--- src/hdl/snac_pkg.sv ---
package snac_pkg;

    // pad types on the SNAC port, configuration A only
    // any value not listed here behaves as disabled
    typedef enum logic [4:0] {
        GC_DISABLED  = 5'd0,
        GC_DB15      = 5'd1,
        GC_NES       = 5'd2,
        GC_SNES      = 5'd3,
        GC_DB15_FAST = 5'd9
    } pad_type_t;

    // one player, bit k is button k, 1 = pressed
    typedef logic [15:0] btn_word_t;

    // phase increment of the strobe accumulator
    typedef logic [31:0] step_t;

    // polling rates in Hz
    localparam int unsigned DB15_POLL_HZ      = 200_000;
    localparam int unsigned DB15_FAST_POLL_HZ = 400_000;
    // NES and SNES share the slow rate
    localparam int unsigned SERLATCH_POLL_HZ  = 50_000;

    // bits per frame
    localparam int NES_BITS  = 8;
    localparam int WIDE_BITS = 12;

    // APB register map
    localparam int              APB_ADDR_W = 4;
    localparam [APB_ADDR_W-1:0] CFG_ADDR   = '0;

    // sequencer runs at twice the polling rate
    // step = 2^32 * 2 * poll / clk, truncated
    function automatic step_t calc_step(input int unsigned poll_hz,
                                        input int unsigned clk_hz);
        logic [63:0] num;
        logic [63:0] quo;
        num = 64'(poll_hz) * 64'd2;
        num = num << 32;
        quo = num / 64'(clk_hz);
        return quo[31:0];
    endfunction

endpackage

--- src/hdl/snac_cfg_if.sv ---
`timescale 1ns/1ps

// decoded pad configuration, register stage to strobe and reader
interface snac_cfg_if import snac_pkg::*; ();

    pad_type_t pad_type;
    step_t     step;
    logic      enable;
    // single cycle, fires when the stored type changes
    logic      restart;

    modport cfg (output pad_type, output step, output enable, output restart);

    // accumulator only needs the rate
    modport strobe (input step, input enable, input restart);

    // frame length depends on the type
    modport reader (input pad_type, input enable, input restart);

endinterface

--- src/hdl/snac_cfg_apb.sv ---
`timescale 1ns/1ps

module snac_cfg_apb import snac_pkg::*; #(
    parameter int unsigned CLK_FREQ_HZ = 50_000_000
) (
    input  logic                  i_clk,
    input  logic                  i_reset,
    input  logic                  i_psel,
    input  logic                  i_penable,
    input  logic                  i_pwrite,
    input  logic [APB_ADDR_W-1:0] i_paddr,
    input  logic [4:0]            i_pwdata,
    output logic [4:0]            o_prdata,
    snac_cfg_if.cfg               cfg_o
);

    // per-rate phase increments, fixed by the clock frequency
    localparam step_t STEP_DB15      = calc_step(DB15_POLL_HZ, CLK_FREQ_HZ);
    localparam step_t STEP_DB15_FAST = calc_step(DB15_FAST_POLL_HZ, CLK_FREQ_HZ);
    localparam step_t STEP_SERLATCH  = calc_step(SERLATCH_POLL_HZ, CLK_FREQ_HZ);

    logic [4:0] type_q;
    logic       wr_en;
    pad_type_t  dec_type;
    step_t      dec_step;
    logic       dec_en;

    // access phase of a write to the type register, no wait states
    assign wr_en = i_psel && i_penable && i_pwrite && (i_paddr == CFG_ADDR);

    // readback of the raw value, zero elsewhere
    assign o_prdata = (i_psel && !i_pwrite && (i_paddr == CFG_ADDR)) ? type_q : 5'd0;

    // decode the incoming value to type, rate and enable
    always_comb begin
        dec_type = GC_DISABLED;
        dec_step = '0;
        dec_en   = 1'b0;
        case (i_pwdata)
            GC_DB15: begin
                dec_type = GC_DB15;
                dec_step = STEP_DB15;
                dec_en   = 1'b1;
            end
            GC_DB15_FAST: begin
                dec_type = GC_DB15_FAST;
                dec_step = STEP_DB15_FAST;
                dec_en   = 1'b1;
            end
            GC_NES, GC_SNES: begin
                dec_type = pad_type_t'(i_pwdata);
                dec_step = STEP_SERLATCH;
                dec_en   = 1'b1;
            end
            // unsupported codes stay stored but act as disabled
            default: ;
        endcase
    end

    always_ff @(posedge i_clk) begin
        if (i_reset) begin
            type_q         <= GC_DISABLED;
            cfg_o.pad_type <= GC_DISABLED;
            cfg_o.step     <= '0;
            cfg_o.enable   <= 1'b0;
            cfg_o.restart  <= 1'b0;
        end else begin
            // restart only on a real change of the stored value
            cfg_o.restart <= wr_en && (i_pwdata != type_q);
            if (wr_en) begin
                type_q         <= i_pwdata;
                cfg_o.pad_type <= dec_type;
                cfg_o.step     <= dec_step;
                cfg_o.enable   <= dec_en;
            end
        end
    end

endmodule

--- src/hdl/snac_strobe_gen.sv ---
`timescale 1ns/1ps

module snac_strobe_gen import snac_pkg::*; (
    input  logic          i_clk,
    input  logic          i_reset,
    snac_cfg_if.strobe    cfg_i,
    output logic          o_stb
);

    step_t       phase_q;
    logic [32:0] sum;

    // carry out of the 32-bit phase is the strobe
    assign sum = {1'b0, phase_q} + {1'b0, cfg_i.step};

    always_ff @(posedge i_clk) begin
        if (i_reset || cfg_i.restart || !cfg_i.enable) begin
            // new rate starts from a clean phase
            phase_q <= '0;
            o_stb   <= 1'b0;
        end else begin
            phase_q <= sum[31:0];
            // fractional step, so the pulse spacing jitters by one clock
            o_stb   <= sum[32];
        end
    end

endmodule

--- src/hdl/serlatch_reader.sv ---
`timescale 1ns/1ps

module serlatch_reader import snac_pkg::*; (
    input  logic       i_clk,
    input  logic       i_reset,
    input  logic       i_stb,
    input  logic       i_dat1,
    input  logic       i_dat2,
    snac_cfg_if.reader cfg_i,
    output logic       o_pad_clk,
    output logic       o_pad_latch,
    output logic       o_busy,
    output btn_word_t  o_p1_btn,
    output btn_word_t  o_p2_btn
);

    localparam int SR_W = WIDE_BITS;

    // two-flop synchronizers, pad data is asynchronous
    logic [1:0]      dat1_ff;
    logic [1:0]      dat2_ff;
    logic [4:0]      tick_q;
    logic [4:0]      last_tick;
    logic            is_nes;
    logic            stb_run;
    logic            sample;
    logic            frame_done;
    logic [SR_W-1:0] sr1;
    logic [SR_W-1:0] sr2;
    btn_word_t       p1_next;
    btn_word_t       p2_next;

    assign is_nes = (cfg_i.pad_type == GC_NES);

    // frame is 2N+1 strobes, tick 0 .. tick 2N
    assign last_tick = is_nes ? 5'(2 * NES_BITS) : 5'(2 * WIDE_BITS);

    // strobe that may advance the frame this cycle
    assign stb_run = i_stb && cfg_i.enable && !cfg_i.restart;

    // odd ticks sample, bit k on tick 2k+1
    assign sample     = stb_run && o_busy && tick_q[0];
    assign frame_done = stb_run && o_busy && !tick_q[0] && (tick_q == last_tick);

    always_ff @(posedge i_clk) begin
        dat1_ff <= {dat1_ff[0], i_dat1};
        dat2_ff <= {dat2_ff[0], i_dat2};
    end

    // frame sequencer
    always_ff @(posedge i_clk) begin
        if (i_reset || cfg_i.restart || !cfg_i.enable) begin
            o_busy      <= 1'b0;
            o_pad_latch <= 1'b0;
            // pad clock idles high
            o_pad_clk   <= 1'b1;
            tick_q      <= '0;
        end else if (i_stb) begin
            if (!o_busy) begin
                // tick 0, latch the pad state
                o_busy      <= 1'b1;
                o_pad_latch <= 1'b1;
                o_pad_clk   <= 1'b1;
                tick_q      <= 5'd1;
            end else if (tick_q[0]) begin
                // falling clock, data bit is valid now
                o_pad_latch <= 1'b0;
                o_pad_clk   <= 1'b0;
                tick_q      <= tick_q + 5'd1;
            end else begin
                // rising clock shifts the pad to its next bit
                o_pad_clk <= 1'b1;
                tick_q    <= tick_q + 5'd1;
                if (tick_q == last_tick) begin
                    o_busy <= 1'b0;
                    tick_q <= '0;
                end
            end
        end
    end

    // lines are active low, store pressed as 1
    // first bit ends up in the lsb after the last shift
    always_ff @(posedge i_clk) begin
        if (sample) begin
            sr1 <= {~dat1_ff[1], sr1[SR_W-1:1]};
            sr2 <= {~dat2_ff[1], sr2[SR_W-1:1]};
        end
    end

    // nes only fills the top 8 positions of the shifter
    always_comb begin
        if (is_nes) begin
            p1_next = {{(16 - NES_BITS){1'b0}}, sr1[SR_W-1 -: NES_BITS]};
            p2_next = {{(16 - NES_BITS){1'b0}}, sr2[SR_W-1 -: NES_BITS]};
        end else begin
            p1_next = {{(16 - SR_W){1'b0}}, sr1};
            p2_next = {{(16 - SR_W){1'b0}}, sr2};
        end
    end

    // words update in the cycle busy falls
    always_ff @(posedge i_clk) begin
        if (i_reset) begin
            o_p1_btn <= '0;
            o_p2_btn <= '0;
        end else if (frame_done) begin
            o_p1_btn <= p1_next;
            o_p2_btn <= p2_next;
        end
    end

endmodule

--- src/hdl/snac_top.sv ---
`timescale 1ns/1ps

module snac_top import snac_pkg::*; #(
    parameter int unsigned CLK_FREQ_HZ = 50_000_000
) (
    input  logic                  i_clk,
    input  logic                  i_reset,
    // APB slave, zero wait states
    input  logic                  i_psel,
    input  logic                  i_penable,
    input  logic                  i_pwrite,
    input  logic [APB_ADDR_W-1:0] i_paddr,
    input  logic [4:0]            i_pwdata,
    output logic [4:0]            o_prdata,
    // button words
    output btn_word_t             o_p1_btn,
    output btn_word_t             o_p2_btn,
    output logic                  o_busy,
    // cartridge port, configuration A
    input  logic [7:4]            i_cart_bk0_in,
    output logic                  o_cart_bk0_dir,
    output logic [1:0]            o_cart_bk1_out,
    output logic                  o_cart_pin30_out,
    output logic                  o_cart_pin30_dir
);

    snac_cfg_if cfg_bus ();

    logic stb;
    logic pad_clk;
    logic pad_latch;

    snac_cfg_apb #(
        .CLK_FREQ_HZ (CLK_FREQ_HZ)
    ) u_cfg_apb (
        .i_clk     (i_clk),
        .i_reset   (i_reset),
        .i_psel    (i_psel),
        .i_penable (i_penable),
        .i_pwrite  (i_pwrite),
        .i_paddr   (i_paddr),
        .i_pwdata  (i_pwdata),
        .o_prdata  (o_prdata),
        .cfg_o     (cfg_bus.cfg)
    );

    snac_strobe_gen u_strobe_gen (
        .i_clk   (i_clk),
        .i_reset (i_reset),
        .cfg_i   (cfg_bus.strobe),
        .o_stb   (stb)
    );

    // IO3 is player 1 data, IN7 is player 2 data
    serlatch_reader u_reader (
        .i_clk       (i_clk),
        .i_reset     (i_reset),
        .i_stb       (stb),
        .i_dat1      (i_cart_bk0_in[4]),
        .i_dat2      (i_cart_bk0_in[5]),
        .cfg_i       (cfg_bus.reader),
        .o_pad_clk   (pad_clk),
        .o_pad_latch (pad_latch),
        .o_busy      (o_busy),
        .o_p1_btn    (o_p1_btn),
        .o_p2_btn    (o_p2_btn)
    );

    // OUT1 clock, OUT2 latch
    assign o_cart_bk1_out   = {pad_latch, pad_clk};
    // second pad gets its own copy of the clock on IO5
    assign o_cart_pin30_out = pad_clk;
    // bank 0 is input only, pin 30 drives
    assign o_cart_bk0_dir   = 1'b0;
    assign o_cart_pin30_dir = 1'b1;

endmodule

--- config.mk ---
export PLATFORM = sky130hd
export DESIGN_NAME = snac_top
export DESIGN_NICKNAME = d
export VERILOG_FILES = /design/src/hdl/snac_pkg.sv /design/src/hdl/snac_cfg_if.sv /design/src/hdl/snac_cfg_apb.sv /design/src/hdl/snac_strobe_gen.sv /design/src/hdl/serlatch_reader.sv /design/src/hdl/snac_top.sv
export SDC_FILE = /design/constraint.sdc
export NUM_CORES = 1
export LEC_CHECK = 0
export BUFFER_PORTS_ARGS = -buffer_cell sky130_fd_sc_hd__buf_2
export CAP_MARGIN = 20
export CORE_ASPECT_RATIO = 1.25
export CORE_UTILIZATION = 50
export CTS_BUF_LIST = sky130_fd_sc_hd__clkbuf_8
export DETAILED_ROUTE_END_ITERATION = 10
export PLACE_DENSITY_LB_ADDON = 0.25
export SLEW_MARGIN = 10
export SYNTH_ARGS = -nofsm -noshare
export SYNTH_HDL_FRONTEND = slang
export SYNTH_SLANG_ARGS = --single-unit
export TNS_END_PERCENT = 5
--- constraint.sdc ---
create_clock -name i_clk -period 4.5 [get_ports i_clk]
set_input_delay 1.35 -clock i_clk [delete_from_list [all_inputs] [get_ports i_clk]]
set_output_delay 1.35 -clock i_clk [all_outputs]
set_load 0.02 [all_outputs]
# == Yosys cells after proc, flatten, opt, wreduce, memory -nomap -nowiden ==
# Cells that the tools add are included.
# word_totals
regBits,145
latch_bits,0
mem_bits_rw,0
mem_bits_ro,0
input_bits,18
n_memories,0
# op_classes
n_addsub,2
n_mul,0
n_div,0
magnitude_cmp,0
eq_ne,8
shifts,0
muxes,17
n_bitwise,2
reduce_logical,22
# ops
op,count
$pmux 27 s3,1
$add 32x32->33,1
$mux 12,2
$mux 5,4
$eq 5x2->1 const B,3
$pmux 5 s3,1
$logic_and 1x1->1,12
$mux 1,8
$add 5x1->5 const B,1
$eq 5x1->1 const B,1
$eq 5x4->1 const B,1
$eq 5x5->1,1
$ne 5x5->1,1
$logic_not 1->1,4
$logic_not 4->1,1
$mux 4,1
$reduce_or 4->1,1
$logic_or 1x1->1,2
$ne 2x2->1 const B,1
$not 1->1,2
$reduce_and 2->1,1
$reduce_or 2->1,1

# == Logic depth before layout (Yosys ltp) ==
# Gate-level depths: netlist of the first run.
# logic_depth
word_depth,6
ltp_mapped,10

# == By module ==
# From an unflattened synthesis of the first run, not the netlist that was laid out.
# unflattened
hier_cells,714
hier_area_um2,6547.5
# by_module_without_submodules
module,instances,cells_each,area_each_um2
snac_strobe_gen,1,344,2717.6
serlatch_reader,1,241,2690.1
snac_cfg_apb,1,123,1102.3
snac_top,1,6,37.5

# == Least setup slack after synthesis of the first run ==
# No wires, ideal clock.
# synth_timing
path_kind,input to output
from,input i_paddr[1]
to,output o_prdata[0]
arrival_ns,2.146
required_ns,3.150
setup_slack_ns,1.004
stages,4
n_path_buf,0
path_cell_list,nor4_1 -> nand2_1 -> nor2_1 -> and2_1
# synth_between
elab_chain_cells,3
# synth_rtl
item,line,source
from (decl),snac_top.sv:12,"input logic [APB_ADDR_W-1:0] i_paddr,"
$logic_not 4->1,snac_cfg_apb.sv:32,assign o_prdata = (i_psel && !i_pwrite && (i_paddr == CFG_ADDR)) ? type_q : 5'd0;
$logic_and 1x1->1,snac_cfg_apb.sv:32,
$mux 5,snac_cfg_apb.sv:32,
to (decl),snac_top.sv:14,"output logic [4:0] o_prdata,"
# Every way passes these cells.

# == Final worst setup path of the first run ==
# layout_timing
from,input i_paddr[1]
to,output o_prdata[4]
# The elaborated chain is that of the path after synthesis.

==> results.yml, run 1 <==
placed_design:
  placed_area_um2: 5557
  hpwl_mm: 7.499
  port_buffers: 48
  placed_cells: 715
  gp_congestion: 0.9025
  place_ws_ns: 0.7426
yosys:
  ys_seq_area_share_pct: 46.42
  async_flop_share_pct: 0
  syn-cell-area_um2: 5305
  yosysWarnings: 0
  syn_inst: 563
  avgSynthCellArea_um2: 9.423
  ys_ff_latch: 111
  synth.distinct_cells: 55
  synth_edf_count: 24
  synth_flop_cell: "dfxtp_1"
hold_path:
  hp-class: "reg2reg"
layout:
  diodes: 0
  design_area_um2: 5784
  final_cells: 732
  final_cell_mix: "dfxtp_1, nand2_1, nor2_1"
  area_growth_pct: 9.033
  utilization_pct: 56.66
  layout.nets: 640
  final_common_cell: "dfxtp_1"
  final_layout_size_suffix_gt1_share_pct: 15.42
sta:
  worst_slack_ns: 0.7536
  rsz0062_at_grt: "no"
  hold_viol_final: 0
  fin_setup_tns_ns: 0
  skew_ns: 0.01484
  clock.fmax_mhz: 266.9
  max_slew.worst_pin.slew_ns: 0.9480
  slew_headroom_pct: 36.33
  fin_hold_ws_ns: 0.3409
  slew_viol_final: 0
  fin_crit_ns: 3.746
  fin_crit_sh_pct: 83.25
  setup_viol: 0
job:
  drv_cap: 0
clock_tree:
  cts_setup_buffers: 0
  clk_root_buffer_cell: "clkbuf_8"
  clkTransAtPathRegs_ns: 0.10
  htree_levels: 3
  cts_max_path_buffers: 2
  ctsResizeCount: 0
  cts_sinks: 111
  clock_latency_ns: 0.38
  cts_tree: "done"
  cts_buffers: 9
  ctsHoldBuffers: 0
floorplanning:
  pin_count: 61
  fp.coreArea_um2: 10210
  die_h_um: 117.2
  start_util_pct: 51.97
  num_rows: 41
  die_w_um: 94.13
  dieArea_um2: 11030
setup_path:
  crit_path_end_kind: "output port"
  cpMostUsedCell: "buf_2"
  worst-path-max-fanout: 5
  max_stage_delay_ns: 0.34
  start_kind: "input port"
  criticalPathCategory: "in2out"
  crit_required_ns: 3.15
  critPathSlowestCell: "nor4_1"
  critPathArrivalTime_ns: 2.40
  crit_chain: "buf_2, nor4_1, nand2_1, nor2_1, and2_1, buf_2"
routing:
  routed_via_density: 5.523
  vias: 4043
  dr.pass1.iters: 4
  drcViolationCount: 0
  wl_mm: 10.51
  drt-initial-drc-count: 129
  wl_per_cell_um: 14.36
  ant_nets: 0
pwr:
  power_per_cell_area_nw_per_um2: 285.5
  vdd_ir_drop_max_mv: 0.1358
  p_total_mw: 1.651
  leakage_nw: 2.298
outcome:
  status: "completed"
grt:
  grt_pass1_vias: 3761
  grt_usage_pct: 20.25
  grt.overflow.total: 0
  grt_first_pass_wirelength_mm: 17.49
  antenna_found_initial: 0
  grt_max_degree: 45
[critical path: cells and delay by family]
family | cells | cell delay (ns)
buf+inv | 2 | 0.24
simple gates | 4 | 0.79
[sequential cells by signal (all words and copies together), names as in the netlist, 2 cells and up]
name,cells
u_strobe_gen.phase_q,31
u_reader.o_p1_btn,12
u_reader.o_p2_btn,12
u_reader.sr1,12
u_reader.sr2,12
u_cfg_apb.cfg_o.step,7
u_cfg_apb.cfg_o.pad_type,5
u_cfg_apb.type_q,5
u_reader.tick_q,5
u_reader.dat1_ff,2
u_reader.dat2_ff,2
[synthesized netlist by cell type, types with 3 or more instances]
cell type	n	area (um^2)
nor2_1	70	262.8
xnor2_1	11	96.34
o22ai_1	3	18.77
a311oi_1	3	26.28
inv_1	6	22.52
nand4_1	4	25.02
buf_6	3	33.78
clkbuf_1	21	78.83
o21ai_0	18	90.09
nor3b_1	7	52.55
nor4_1	3	18.77
ha_1	23	287.8
nor2b_1	6	37.54
buf_4	14	105.1
nand3_1	18	90.09
and3_1	4	25.02
dfxtp_1	87	1742
a21oi_1	42	210.2
a211oi_1	6	45.04
nand2b_1	5	31.28
and2_1	12	75.07
a31oi_1	5	31.28
a21o_1	8	60.06
a311oi_2	16	240.2
xor2_1	18	157.7
nand2_1	72	270.3
a31o_2	3	26.28
edfxtp_1	24	720.7
mux2i_1	7	70.07
nor3_1	12	60.06
[routing by layer]
metal | share of wire [%] | global-route usage (%) | routed length [um]
met1 | 44 | 24.83 | 4660
met2 | 51 | 35.28 | 5351
met3 | 2.9 | 3.811 | 301
met4 | 1.9 | 7.692 | 199
met5 | 0 | 0 | 0
[layout make-up]
type                    instances  area (um^2)
flip-flops and latches        111         2462
fillers                       930         4424
repair buffers                 54        305.3
multi-input cells             416         2633
well taps                     129        161.4
clock inverters                 4        35.03
clock buffers                  12        165.2
inverters                       6        22.52
[worst paths after layout]
path / slack (ns) / endpoint / startpoint / depth (start not counted)
hold / removal: 0.34 / u_reader.dat1_ff[1]$_DFF_P_ / u_reader.dat1_ff[0]$_DFF_P_ / 0
setup reg to reg: 1.53 / u_strobe_gen.phase_q[31]$_SDFF_PP0_ / u_cfg_apb.cfg_o.step[3]$_SDFFE_PP0P_ / 9
setup / recovery: 0.75 / o_prdata[4] / i_paddr[1] / 6
hold reg to reg: 0.34 / u_reader.dat1_ff[1]$_DFF_P_ / u_reader.dat1_ff[0]$_DFF_P_ / 0
[power breakdown]
part	switching (mW)	total, mW	leakage (nW)	internal, mW
sequential	0.000728	1.01	0.918	1.01
clock	0.348	0.603	0.108	0.256
combinational	0.0244	0.0337	1.27	0.00927
[cell families (layout without fill, tap and decap cells)]
family / after synthesis / in the layout / synth area share, %
AOI/OAI and AO/OA: 118 / 118 / 16.30
xor gates and xnor gates: 29 / 29 / 4.788
adders and majority gates: 24 / 24 / 5.802
buffers and inverters: 44 / 76 / 4.528
DFF: 111 / 111 / 46.42
muxes: 8 / 8 / 1.533
other: 2 / 10 / 0.1416
and+or+nand+nor: 227 / 227 / 20.50
Note: power is estimated with default switching activity, not from simulation.
==> run 2: changes to the inputs <==
==> constraint.sdc (replaced) <==
create_clock -name i_clk -period 3.1 [get_ports i_clk]
set_input_delay 0.93 -clock i_clk [delete_from_list [all_inputs] [get_ports i_clk]]
set_output_delay 0.93 -clock i_clk [all_outputs]
set_load 0.02 [all_outputs]
==> results.yml, run 2 (same netlist as run 1, synthesis figures left out) <==
sta:
  rsz0062_at_grt: "no"
  setup_viol: 0
  clock.fmax_mhz: 346.0
  fin_crit_sh_pct: 93.23
  fin_crit_ns: 2.890
  slew_headroom_pct: 46.41
  slew_viol_final: 0
  hold_viol_final: 0
  max_slew.worst_pin.slew_ns: 0.8039
  skew_ns: 0.01520
  fin_setup_tns_ns: 0
  worst_slack_ns: 0.2099
pwr:
  power_frac_seq_pct: 62.8
  internal_power_mw: 1.788
  p_comb_share_pct: 2.1
  power_per_cell_area_nw_per_um2: 404.9
  leakage_nw: 2.302
  power.switching_uw: 556.7
  swShare_pct: 23.74
  vdd_ir_drop_max_mv: 0.2192
  pwr-share-clk_pct: 35.1
  p_total_mw: 2.345
layout:
  final_common_cell: "dfxtp_1"
  diodes: 0
  largest_reg_flops: 31
  area_growth_pct: 9.174
  regMostFlops: "u_strobe_gen.phase_q"
  final_layout_size_suffix_gt1_share_pct: 16.61
  final_cells: 737
  design_area_um2: 5792
  layout.nets: 645
  final_cell_mix: "dfxtp_1, nand2_1, nor2_1"
  fillers: 941
setup_path:
  ff2ff_setup_slack_ns: 0.35
  crit_start: "i_paddr[1]"
  timing.critical_path.buf_inv: 2
  max_stage_delay_ns: 0.30
  crit_cells: 6
  crit_family: "simple AND/OR/NAND/NOR gates"
  crit_chain: "buf_2, nor4_2, nand2_1, nor2_1, and2_1, buf_2"
  worst-path-max-fanout: 5
  r2r_end: "u_strobe_gen.phase_q[25]$_SDFF_PP0_"
  criticalPathCategory: "in2out"
  start_kind: "input port"
  endpoint: "o_prdata[3]"
  worst-r2r-cell-count: 9
  crit_path_end_kind: "output port"
  crit_required_ns: 2.17
  critPathSlowestCell: "nor4_2"
  cpMostUsedCell: "buf_2"
  critPathArrivalTime_ns: 1.96
  rr_startpoint: "u_cfg_apb.cfg_o.step[3]$_SDFFE_PP0P_"
routing:
  wl_mm: 10.37
  ant_nets: 0
  wl_per_cell_um: 14.06
  dr.pass1.iters: 4
  vias: 4066
  drt-initial-drc-count: 156
  routed_via_density: 5.517
  drcViolationCount: 0
floorplanning:
  die_w_um: 94.13
  start_util_pct: 51.97
  pin_count: 61
  fp.coreArea_um2: 10210
  dieArea_um2: 11030
  num_rows: 41
  die_h_um: 117.2
clock_tree:
  clock_latency_ns: 0.40
  cts_sinks: 111
  cts_tree: "done"
  clkTransAtPathRegs_ns: 0.10
  htree_levels: 3
  clk_root_buffer_cell: "clkbuf_8"
  cts_setup_buffers: 0
  cts_max_path_buffers: 2
  cts_buffers: 9
placed_design:
  place_ws_ns: 0.1814
  placed_area_um2: 5602
  gp_congestion: 0.8993
  hpwl_mm: 7.354
  port_buffers: 48
  placed_cells: 721
grt:
  grt_first_pass_wirelength_mm: 17.43
  antenna_found_initial: 0
  grt_pass1_vias: 3792
  grt.overflow.total: 0
  grt_usage_pct: 20.19
  grt_max_degree: 41
outcome:
  status: "completed"
job:
  drv_cap: 0
hold_path:
  hp-class: "reg2reg"
==> run 2: changes by cell type in the layout (fill, tap and decap cells not counted) <==
cell and delta:
buf_16 -1, inv_1 -1, a311oi_1 -1, clkinv_2 +3, a311oi_2 +1, clkinvlp_4 +1, nor4_1 -1, buf_4 +6
nor4_2 +1, clkbuf_8 -3
==> run 2: layer usage <==
layer	track usage (%)	vias to the layer above	routed length, um
li1	-	2052	-
met1	24.56	1934	4706
met2	34.55	61	5143
met3	3.359	19	267
met4	10.15	0	247
met5	0	-	0
==> run 2: power groups by stage <==
| stage | Sequential [mW] | Clock [mW] | Combinational [mW] |
|---|---|---|---|
| 4_1_cts | 1.47 | 0.840 | 0.0489 |
| 6_report | 1.47 | 0.823 | 0.0499 |
| 3_3_place_gp | 1.51 | 0 | 0.0482 |
| 5_1_grt | 1.47 | 0.899 | 0.0548 |
| 2_1_floorplan | 1.51 | 0 | 0.0408 |
| 3_5_place_dp | 1.51 | 0 | 0.0487 |
==> run 2: repair_timing <==
item / 4_1_cts / 5_1_grt
setup endpoints to repair: 0 / 2
hold endpoints to repair: 0 / 0
gates resized for setup: 0 / 2
hold buffers: 0 / 0
==> run 2: how the worst min path moves through the flow <==
stage	start	to	slack, ns	cells past startpoint
2_1_floorplan	u_reader.dat1_ff[0]$_DFF_P_	u_reader.dat1_ff[1]$_DFF_P_	0.31	0
3_3_place_gp	u_reader.dat2_ff[0]$_DFF_P_	u_reader.dat2_ff[1]$_DFF_P_	0.31	0
3_5_place_dp	u_reader.dat2_ff[0]$_DFF_P_	u_reader.dat2_ff[1]$_DFF_P_	0.31	0
4_1_cts	u_reader.dat2_ff[0]$_DFF_P_	u_reader.dat2_ff[1]$_DFF_P_	0.34	0
5_1_grt	u_reader.dat1_ff[0]$_DFF_P_	u_reader.dat1_ff[1]$_DFF_P_	0.36	0
6_report	u_reader.dat2_ff[0]$_DFF_P_	u_reader.dat2_ff[1]$_DFF_P_	0.34	0
==> run 2: layout make-up <==
class                           instances  area [um^2]  area share (%)
Sequential cell                       111         2462           42.51
Clock buffer                            9        123.9           2.139
Clock inverter                          7        53.80          0.9289
Inverter                                6        22.52          0.3889
Timing Repair Buffer                   59        322.8           5.574
Tap cell                              129        161.4           2.787
Multi-Input combinational cell        416         2645           45.67
==> run 2: through the flow <==
step	util (%)	hold slack [ns]
2_1_floorplan	-	0.3096
3_3_place_gp	54.87	0.3137
3_5_place_dp	54.87	0.3143
4_1_cts	56.61	0.3393
5_1_grt	56.73	0.3574
6_report	56.73	0.3370
==> run 2: worst reg2reg max path, stage by stage (launching register included) <==
cell and delay, ns:
dfxtp_1 0.35, ha_1 0.23, fa_1 0.41, a21o_1 0.23, a311oi_2 0.36, nor4b_1 0.12, a211o_1 0.32, o311ai_0 0.39
xor2_1 0.18, nor2_1 0.05
